**config.mk**
```make
export PLATFORM = sky130hd
export DESIGN_NAME = reflex_loop_top
export DESIGN_NICKNAME = d
export VERILOG_FILES = /design/src/reflex_pkg.sv /design/src/reflex_synapse.sv /design/src/reflex_regbank.sv /design/src/reflex_motor_neuron.sv /design/src/reflex_spike_window_counter.sv /design/src/reflex_loop_top.sv
export VERILOG_INCLUDE_DIRS = /design/src
export SDC_FILE = /design/constraint.sdc
export NUM_CORES = 2
export LEC_CHECK = 0
export ABC_AREA = 1
export BUFFER_PORTS_ARGS = -buffer_cell sky130_fd_sc_hd__buf_2
export CORE_MARGIN = 4
export CORE_UTILIZATION = 61
export DETAILED_ROUTE_END_ITERATION = 12
export GPL_TIMING_DRIVEN = 0
export PLACE_DENSITY = 0.79
export SLEW_MARGIN = 20
export SYNTH_ARGS = -nofsm -noshare
export SYNTH_HDL_FRONTEND = slang
export SYNTH_SLANG_ARGS = --single-unit
```
**constraint.sdc**
```tcl
create_clock -name ep50trig -period 14.5 [get_ports ep50trig]
set_input_delay 0.725 -clock ep50trig [delete_from_list [all_inputs] [get_ports ep50trig]]
set_output_delay 0.725 -clock ep50trig [all_outputs]
set_load 0.1 [all_outputs]
```
**src/reflex_macros.svh**
```systemverilog
`ifndef REFLEX_MACROS_SVH
`define REFLEX_MACROS_SVH

//////////////////////////////////////////////////////////////////////
// bus and datapath widths
//////////////////////////////////////////////////////////////////////

// data words, synaptic currents and membrane
`define REFLEX_DATA_W 32

// register address on the wishbone bus
`define REFLEX_ADR_W 2

//////////////////////////////////////////////////////////////////////
// register reset values
//////////////////////////////////////////////////////////////////////

// unity synaptic gain
`define REFLEX_GAIN_RST 32'sd1

// firing threshold of the motor neuron
`define REFLEX_THRESH_RST 32'sd4096

// counting window in ep50trig cycles
`define REFLEX_WINDOW_RST 32'd64

// read-only id word ("RFLX")
`define REFLEX_ID_WORD 32'h52464C58

//////////////////////////////////////////////////////////////////////
// neuron model constants
//////////////////////////////////////////////////////////////////////

// current step per presynaptic spike
`define REFLEX_SPIKE_WEIGHT 32'sd256

// synaptic decay is i - (i >>> shift)
`define REFLEX_DECAY_SHIFT 3

// membrane leak is v >>> shift per cycle
`define REFLEX_LEAK_SHIFT 4

`endif

```
**src/reflex_pkg.sv**
```systemverilog
`include "reflex_macros.svh"

package reflex_pkg;

    //////////////////////////////////////////////////////////////////////
    // wishbone classic slave port
    //////////////////////////////////////////////////////////////////////

    // master to slave, held until ack
    typedef struct packed {
        logic                       cyc;
        logic                       stb;
        logic                       we;
        logic [`REFLEX_ADR_W-1:0]   adr;
        logic [`REFLEX_DATA_W-1:0]  dat;
    } wb_req_t;

    // slave to master
    // dat only meaningful while ack is high
    typedef struct packed {
        logic                       ack;
        logic [`REFLEX_DATA_W-1:0]  dat;
    } wb_rsp_t;

    //////////////////////////////////////////////////////////////////////
    // host configuration of the loop
    //////////////////////////////////////////////////////////////////////

    typedef struct packed {
        // scales the summed synaptic current
        logic signed [`REFLEX_DATA_W-1:0]   gain;
        // membrane level that fires the motor neuron
        logic signed [`REFLEX_DATA_W-1:0]   threshold;
        // spike counting window, never 0
        logic        [`REFLEX_DATA_W-1:0]   window_len;
    } loop_cfg_t;

    // register map
    typedef enum logic [`REFLEX_ADR_W-1:0] {
        reg_gain      = 2'd0,
        reg_threshold = 2'd1,
        reg_window    = 2'd2,
        reg_id        = 2'd3
    } reg_addr_e;

endpackage

```
**src/reflex_synapse.sv**
```systemverilog
`timescale 1ns/100ps
`include "reflex_macros.svh"

module reflex_synapse
(
    input  logic                              ep50trig,
    input  logic                              reset_sim,
    // presynaptic spike, one cycle per event
    input  logic                              i_spike,
    output logic signed [`REFLEX_DATA_W-1:0]  o_current
);

    logic signed [`REFLEX_DATA_W-1:0] current_q;
    // exponential decay term
    logic signed [`REFLEX_DATA_W-1:0] decay;
    // weight added this cycle
    logic signed [`REFLEX_DATA_W-1:0] kick;
    logic signed [`REFLEX_DATA_W-1:0] current_nxt;

    //////////////////////////////////////////////////////////////////////
    // current update
    //////////////////////////////////////////////////////////////////////

    // arithmetic shift keeps sign of the current
    assign decay       = current_q >>> `REFLEX_DECAY_SHIFT;
    assign kick        = i_spike ? `REFLEX_SPIKE_WEIGHT : '0;
    assign current_nxt = current_q - decay + kick;

    // spike at edge k shows at edge k
    always_ff @(posedge ep50trig or posedge reset_sim)
    begin
        if (reset_sim)
            current_q <= '0;
        else
            current_q <= current_nxt;
    end

    assign o_current = current_q;

endmodule

```
**src/reflex_regbank.sv**
```systemverilog
`timescale 1ns/100ps
`include "reflex_macros.svh"

module reflex_regbank
    import reflex_pkg::*;
(
    input  logic      ep50trig,
    input  logic      reset_sim,
    input  wb_req_t   i_wb,
    output wb_rsp_t   o_wb,
    output loop_cfg_t o_cfg
);

    // address as register name
    reg_addr_e                  addr;
    // first edge of a cycle not yet acked
    logic                       access;
    logic                       ack_q;
    logic [`REFLEX_DATA_W-1:0]  rdata_q;
    logic [`REFLEX_DATA_W-1:0]  rdata_mux;
    loop_cfg_t                  cfg_q;

    assign addr   = reg_addr_e'(i_wb.adr);
    assign access = i_wb.cyc & i_wb.stb & ~ack_q;

    //////////////////////////////////////////////////////////////////////
    // read mux
    //////////////////////////////////////////////////////////////////////

    always_comb
    begin
        case (addr)
            reg_gain:      rdata_mux = cfg_q.gain;
            reg_threshold: rdata_mux = cfg_q.threshold;
            reg_window:    rdata_mux = cfg_q.window_len;
            default:       rdata_mux = `REFLEX_ID_WORD;
        endcase
    end

    //////////////////////////////////////////////////////////////////////
    // ack, writes and read data
    //////////////////////////////////////////////////////////////////////

    always_ff @(posedge ep50trig or posedge reset_sim)
    begin
        if (reset_sim)
        begin
            ack_q            <= 1'b0;
            rdata_q          <= '0;
            cfg_q.gain       <= `REFLEX_GAIN_RST;
            cfg_q.threshold  <= `REFLEX_THRESH_RST;
            cfg_q.window_len <= `REFLEX_WINDOW_RST;
        end
        else
        begin
            // one wait state, ack for a single cycle
            ack_q <= access;
            if (access && i_wb.we)
            begin
                case (addr)
                    reg_gain:
                        cfg_q.gain <= $signed(i_wb.dat);
                    reg_threshold:
                        cfg_q.threshold <= $signed(i_wb.dat);
                    reg_window:
                    begin
                        // zero window would never close
                        if (i_wb.dat == '0)
                            cfg_q.window_len <= 32'd1;
                        else
                            cfg_q.window_len <= i_wb.dat;
                    end
                    // id is read only
                    default: ;
                endcase
            end
            // read data captured with the ack
            if (access && !i_wb.we)
                rdata_q <= rdata_mux;
        end
    end

    assign o_wb.ack = ack_q;
    assign o_wb.dat = rdata_q;
    assign o_cfg    = cfg_q;

endmodule

```
**src/reflex_motor_neuron.sv**
```systemverilog
`timescale 1ns/100ps
`include "reflex_macros.svh"

module reflex_motor_neuron
    import reflex_pkg::*;
(
    input  logic                              ep50trig,
    input  logic                              reset_sim,
    input  logic signed [`REFLEX_DATA_W-1:0]  i_syn_spinal,
    input  logic signed [`REFLEX_DATA_W-1:0]  i_syn_cortical,
    input  loop_cfg_t                         i_cfg,
    // gain scaled current for host readout
    output logic signed [`REFLEX_DATA_W-1:0]  o_drive,
    output logic                              o_spike
);

    // spinal plus transcortical current
    logic signed [`REFLEX_DATA_W-1:0]    syn_sum;
    // full product before truncation
    logic signed [2*`REFLEX_DATA_W-1:0]  drive_wide;
    logic signed [`REFLEX_DATA_W-1:0]    drive;
    logic signed [`REFLEX_DATA_W-1:0]    v_q;
    logic signed [`REFLEX_DATA_W-1:0]    leak;
    logic signed [`REFLEX_DATA_W-1:0]    v_nxt;
    logic                                fire;
    logic                                spike_q;

    //////////////////////////////////////////////////////////////////////
    // synaptic gain
    //////////////////////////////////////////////////////////////////////

    // currents added, never or'ed as spikes
    assign syn_sum    = i_syn_spinal + i_syn_cortical;
    assign drive_wide = syn_sum * $signed(i_cfg.gain);
    // low word kept as a signed value
    assign drive      = $signed(drive_wide[`REFLEX_DATA_W-1:0]);

    //////////////////////////////////////////////////////////////////////
    // leaky integrate and fire
    //////////////////////////////////////////////////////////////////////

    assign leak  = v_q >>> `REFLEX_LEAK_SHIFT;
    assign v_nxt = v_q + drive - leak;
    // signed compare against threshold
    assign fire  = (v_nxt >= $signed(i_cfg.threshold));

    always_ff @(posedge ep50trig or posedge reset_sim)
    begin
        if (reset_sim)
        begin
            v_q     <= '0;
            spike_q <= 1'b0;
        end
        else
        begin
            // membrane drops to rest on a spike
            v_q     <= fire ? '0 : v_nxt;
            spike_q <= fire;
        end
    end

    assign o_drive = drive;
    assign o_spike = spike_q;

endmodule

```
**src/reflex_spike_window_counter.sv**
```systemverilog
`timescale 1ns/100ps
`include "reflex_macros.svh"

module reflex_spike_window_counter
    import reflex_pkg::*;
(
    input  logic                       ep50trig,
    input  logic                       reset_sim,
    // motor neuron spike pulse
    input  logic                       i_spike,
    input  loop_cfg_t                  i_cfg,
    // total of the last closed window
    output logic [`REFLEX_DATA_W-1:0]  o_count,
    output logic                       o_count_valid
);

    // cycle within the window
    logic [`REFLEX_DATA_W-1:0] index_q;
    logic [`REFLEX_DATA_W-1:0] run_q;
    // running total including this edge
    logic [`REFLEX_DATA_W-1:0] run_inc;
    logic                      last;
    logic [`REFLEX_DATA_W-1:0] count_q;
    logic                      valid_q;

    //////////////////////////////////////////////////////////////////////
    // window end detect
    //////////////////////////////////////////////////////////////////////

    assign run_inc = run_q + {{(`REFLEX_DATA_W-1){1'b0}}, i_spike};
    // window_len is never 0 so no underflow
    // shrinking the window below index closes it at once
    assign last    = (index_q >= i_cfg.window_len - 32'd1);

    always_ff @(posedge ep50trig or posedge reset_sim)
    begin
        if (reset_sim)
        begin
            index_q <= '0;
            run_q   <= '0;
            count_q <= '0;
            valid_q <= 1'b0;
        end
        else
        begin
            if (last)
            begin
                // present the total and restart
                count_q <= run_inc;
                valid_q <= 1'b1;
                index_q <= '0;
                run_q   <= '0;
            end
            else
            begin
                valid_q <= 1'b0;
                index_q <= index_q + 32'd1;
                run_q   <= run_inc;
            end
        end
    end

    assign o_count       = count_q;
    assign o_count_valid = valid_q;

endmodule

```
**src/reflex_loop_top.sv**
```systemverilog
`timescale 1ns/100ps
`include "reflex_macros.svh"

module reflex_loop_top
    import reflex_pkg::*;
(
    input  logic                              ep50trig,
    input  logic                              reset_sim,
    // spinal sensory neuron spikes
    input  logic                              i_spike_spinal,
    // cross-board cortical spikes
    input  logic                              i_spike_cortical,
    input  wb_req_t                           i_wb,
    output wb_rsp_t                           o_wb,
    output logic signed [`REFLEX_DATA_W-1:0]  o_drive,
    output logic                              o_mn_spike,
    output logic [`REFLEX_DATA_W-1:0]         o_count,
    output logic                              o_count_valid
);

    loop_cfg_t                         cfg;
    logic signed [`REFLEX_DATA_W-1:0]  syn_spinal;
    logic signed [`REFLEX_DATA_W-1:0]  syn_cortical;
    logic                              mn_spike;

    //////////////////////////////////////////////////////////////////////
    // host registers
    //////////////////////////////////////////////////////////////////////

    reflex_regbank regbank_i
    (
        .ep50trig  (ep50trig),
        .reset_sim (reset_sim),
        .i_wb      (i_wb),
        .o_wb      (o_wb),
        .o_cfg     (cfg)
    );

    //////////////////////////////////////////////////////////////////////
    // synapses
    //////////////////////////////////////////////////////////////////////

    // short latency path
    reflex_synapse syn_spinal_i
    (
        .ep50trig  (ep50trig),
        .reset_sim (reset_sim),
        .i_spike   (i_spike_spinal),
        .o_current (syn_spinal)
    );

    // long latency transcortical path
    reflex_synapse syn_cortical_i
    (
        .ep50trig  (ep50trig),
        .reset_sim (reset_sim),
        .i_spike   (i_spike_cortical),
        .o_current (syn_cortical)
    );

    //////////////////////////////////////////////////////////////////////
    // motor neuron and spike count
    //////////////////////////////////////////////////////////////////////

    reflex_motor_neuron motor_neuron_i
    (
        .ep50trig       (ep50trig),
        .reset_sim      (reset_sim),
        .i_syn_spinal   (syn_spinal),
        .i_syn_cortical (syn_cortical),
        .i_cfg          (cfg),
        .o_drive        (o_drive),
        .o_spike        (mn_spike)
    );

    reflex_spike_window_counter spike_cnt_i
    (
        .ep50trig      (ep50trig),
        .reset_sim     (reset_sim),
        .i_spike       (mn_spike),
        .i_cfg         (cfg),
        .o_count       (o_count),
        .o_count_valid (o_count_valid)
    );

    // motor neuron spike also leaves the chip
    assign o_mn_spike = mn_spike;

endmodule

```
==> flow_metrics.py <==
metrics = {
    "status": {
        "outcome": "finished clean",
    },
    "timing": {
        "drv_slew": 0,
        "tightest_slew_ps": 1130,
        "min_period_ps": 13580,
        "setup_viol": 0,
        "hold_violations": 0,
        "fmax_mhz": 73.6,
        "fin_setup_tns_ps": 0,
        "period_share_pct": 93.6,
        "finalClockSkew_ps": 19.7,
        "rsz0062_at_grt": "false",
        "fin_ws_ps": 921,
        "slew_headroom_pct": 24.7,
    },
    "routing": {
        "wl_per_cell_um": 19.3,
        "vias_per_cell": 5.62,
        "dr_total_vias": 33400,
        "dr.pass1.iters": 6,
        "postRouteAntennaNets": 0,
        "drt_wl_total_um": 115000,
        "remaining_drc_errors": 0,
        "drt_iter0_drc": 3319,
    },
    "placement": {
        "portBuffers": 139,
        "hpwlAfterDp_um": 94700,
        "place_worst_setup_slack_ps": 197,
        "gp_congestion": 1.02,
    },
    "yosys": {
        "synth-seq-cells": 323,
        "yosysTopAreaCell": "fa_1",
        "seq_area_frac_synth_pct": 20.9,
        "avgSynthCellArea_um2": 7.90,
        "synth_top_area_share_pct": 23.0,
        "synth_edf_count": 0,
        "synth.distinct_cells": 63,
        "syn-instance-count": 4894,
        "syn_nets": 5780,
        "async_flop_share_pct": 100,
        "ys.flop_type": "dfrtp_1",
        "netlist_area_um2": 38600,
        "ys_warn_count": 0,
        "synthTopCellsByArea": "fa_1 (23%), dfrtp_1 (21%), ha_1 (13%), inv_1 (10%), nand2_1 (9.0%)",
    },
    "global_routing": {
        "grt_pass1_wl_um": 181000,
        "grt_max_degree": 104,
        "grt_pass1_vias": 33400,
        "overflow": 0,
        "antenna_found_initial": 0,
        "grt.total_usage_pct": 34.5,
    },
    "die": {
        "ioPinCount": 140,
        "die_w_um": 260,
        "die_area_um2": 67400,
        "initial_core_util_pct": 61.5,
        "rows": 92,
        "placeableCoreArea_um2": 62900,
        "die_h_um": 260,
    },
    "critical_path": {
        "worst-setup-path-type": "flip-flop to flip-flop",
        "required_ps": 14920,
        "crit_fanout": 10,
        "cp.arrival_ps": 14000,
        "path_buf_inv": 7,
        "critPathMaxStageDelay_ps": 640,
        "critPathTopFamily": "adder cells",
        "reg2reg_from": "syn_spinal_i.o_current[5]",
        "r2r_end": "motor_neuron_i.v_q[23]",
        "start_kind": "flip-flop",
        "r2r_slack_ps": 920,
        "cp_slowest_cell": "clkbuf_1",
        "critPathCaptureType": "flip-flop",
        "crit_path_frequent_cell": "nand2_1",
        "ff2ff_path_depth": 55,
    },
    "clock_network": {
        "hold_buffers": 0,
        "cts.path.max_buffers": 3,
        "cts-buffers-inserted": 37,
        "cts_sinks": 323,
        "tritoncts": "built",
        "clk_latency_ps": 560,
        "htreeDepth": 2,
        "root_buffer": "clkbuf_16",
        "clk_pin_slew_ps": 60,
    },
    "cells_and_area": {
        "antenna_cells": 0,
        "final_nets": 5961,
        "drive_gt1_share_pct": 5.59,
        "syn_to_final_growth_pct": 8.08,
        "layout_commonest_cell": "inv_1",
        "nFillCells": 5248,
        "register_area_um2": 8090,
        "final_cell_mix": "inv_1 (1,067), nand2_1 (922), nor2_1 (523)",
        "multi_input_area_um2": 26000,
    },
    "job": {
        "cap_violations": 0,
    },
    "hold_path": {
        "min_path_type": "input port to async pin",
    },
}
-- repair_timing --
item	4_1_cts	5_1_grt
setup endpoints to repair	0	33
endpoints found under the hold margin	0	0
resized for setup	0	12
buffers inserted	0	3
-- cells in the mapped netlist, types with 5 or more instances --
master    instances
inv_1          1068
nand2_1         923
nor2_1          523
fa_1            444
ha_1            401
dfrtp_1         320
a21oi_1         233
o21ai_0         219
xor2_1          134
nand3_1         133
clkbuf_1        111
xnor2_1          56
nand4_1          50
nor3_1           45
nand3b_1         16
o21bai_1         16
clkinv_1         14
o21ai_1          14
a31oi_1          13
nand2_2          13
nor2_2           13
o22ai_1          12
nor4_1           10
o21a_1            9
nor3_2            8
a21boi_1          7
inv_2             6
o211ai_1          6
a21o_1            5
buf_1             5
nand3_2           5
-- worst max path at each step --
stage,endpoint,cells after the start,start,slack (ps)
after floorplan,motor_neuron_i.v_q[18],58,syn_cortical_i.o_current[0],1670
after global placement,motor_neuron_i.v_q[23],60,syn_spinal_i.o_current[4],360
after detailed placement,motor_neuron_i.v_q[28],60,syn_spinal_i.o_current[4],200
after CTS,motor_neuron_i.v_q[13],60,syn_spinal_i.o_current[4],100
after global routing,motor_neuron_i.v_q[23],61,syn_spinal_i.o_current[0],90
final,motor_neuron_i.v_q[23],55,syn_spinal_i.o_current[5],920
-- routing by layer --
metal	routed length [µm]	GRT usage (%)
met5	0	0
met4	9610	22.5
met3	10900	6.66
met2	50200	53.5
met1	44100	44.4
-- kinds of logic (layout without fill, tap and decap cells) --
group / count (synthesis) / count (layout) / synth area share [%]
DFF: 323 / 323 / 20.9
buffers and inverters: 1207 / 1414 / 11.7
and+or+nand+nor: 1760 / 1760 / 18.9
AOI/OAI and AO/OA: 567 / 567 / 8.01
adders and majority gates: 845 / 845 / 36.0
xor gates and xnor gates: 192 / 192 / 4.39
-- flip-flops by register name, indices dropped and copies added (netlist names) --
name and flops:
regbank_i.o_cfg 96, motor_neuron_i.v_q 32, regbank_i.rdata_q 32, spike_cnt_i.index_q 32, spike_cnt_i.o_count 32, spike_cnt_i.run_q 32, syn_cortical_i.o_current 32, syn_spinal_i.o_current 32
motor_neuron_i.o_spike 1, regbank_i.ack_q 1, spike_cnt_i.o_count_valid 1
-- final cells by class --
| type | instances | area share [%] |
|---|---|---|
| multi-input cells | 3364 | 62.3 |
| inverters | 1088 | 9.81 |
| clock inverters | 10 | 0.261 |
| well taps | 846 | 2.53 |
| repair buffers | 145 | 1.92 |
| plain buffers | 116 | 1.08 |
| clock buffers | 55 | 2.69 |
| flip-flops and latches | 323 | 19.4 |
-- worst reg2reg max path, delay by kind of cell, from the launching register on --
kind	cells	cell delay, ps
buf+inv	7	1270
compound gates	11	2400
flops	1	440
simple gates	21	3210
xor+xnor	3	650
fa+ha+maj	13	5470
-- stage by stage --
stage | cells | util (%) | hold slack (ps) | instance area, µm²
after CTS | 5947 | 66.4 | 130 | 41700
after detailed placement | 5882 | 64.4 | 461 | 40500
after floorplan | 4894 | - | 453 | 38600
after global placement | 5879 | 64.3 | 461 | 40400
final | 5947 | 66.5 | 147 | 41800
after global routing | 5947 | 66.5 | 156 | 41800
Power is left out: the tool's default activity adds up to more than one toggle a clock period on the data nets, which glitch-free logic cannot reach.
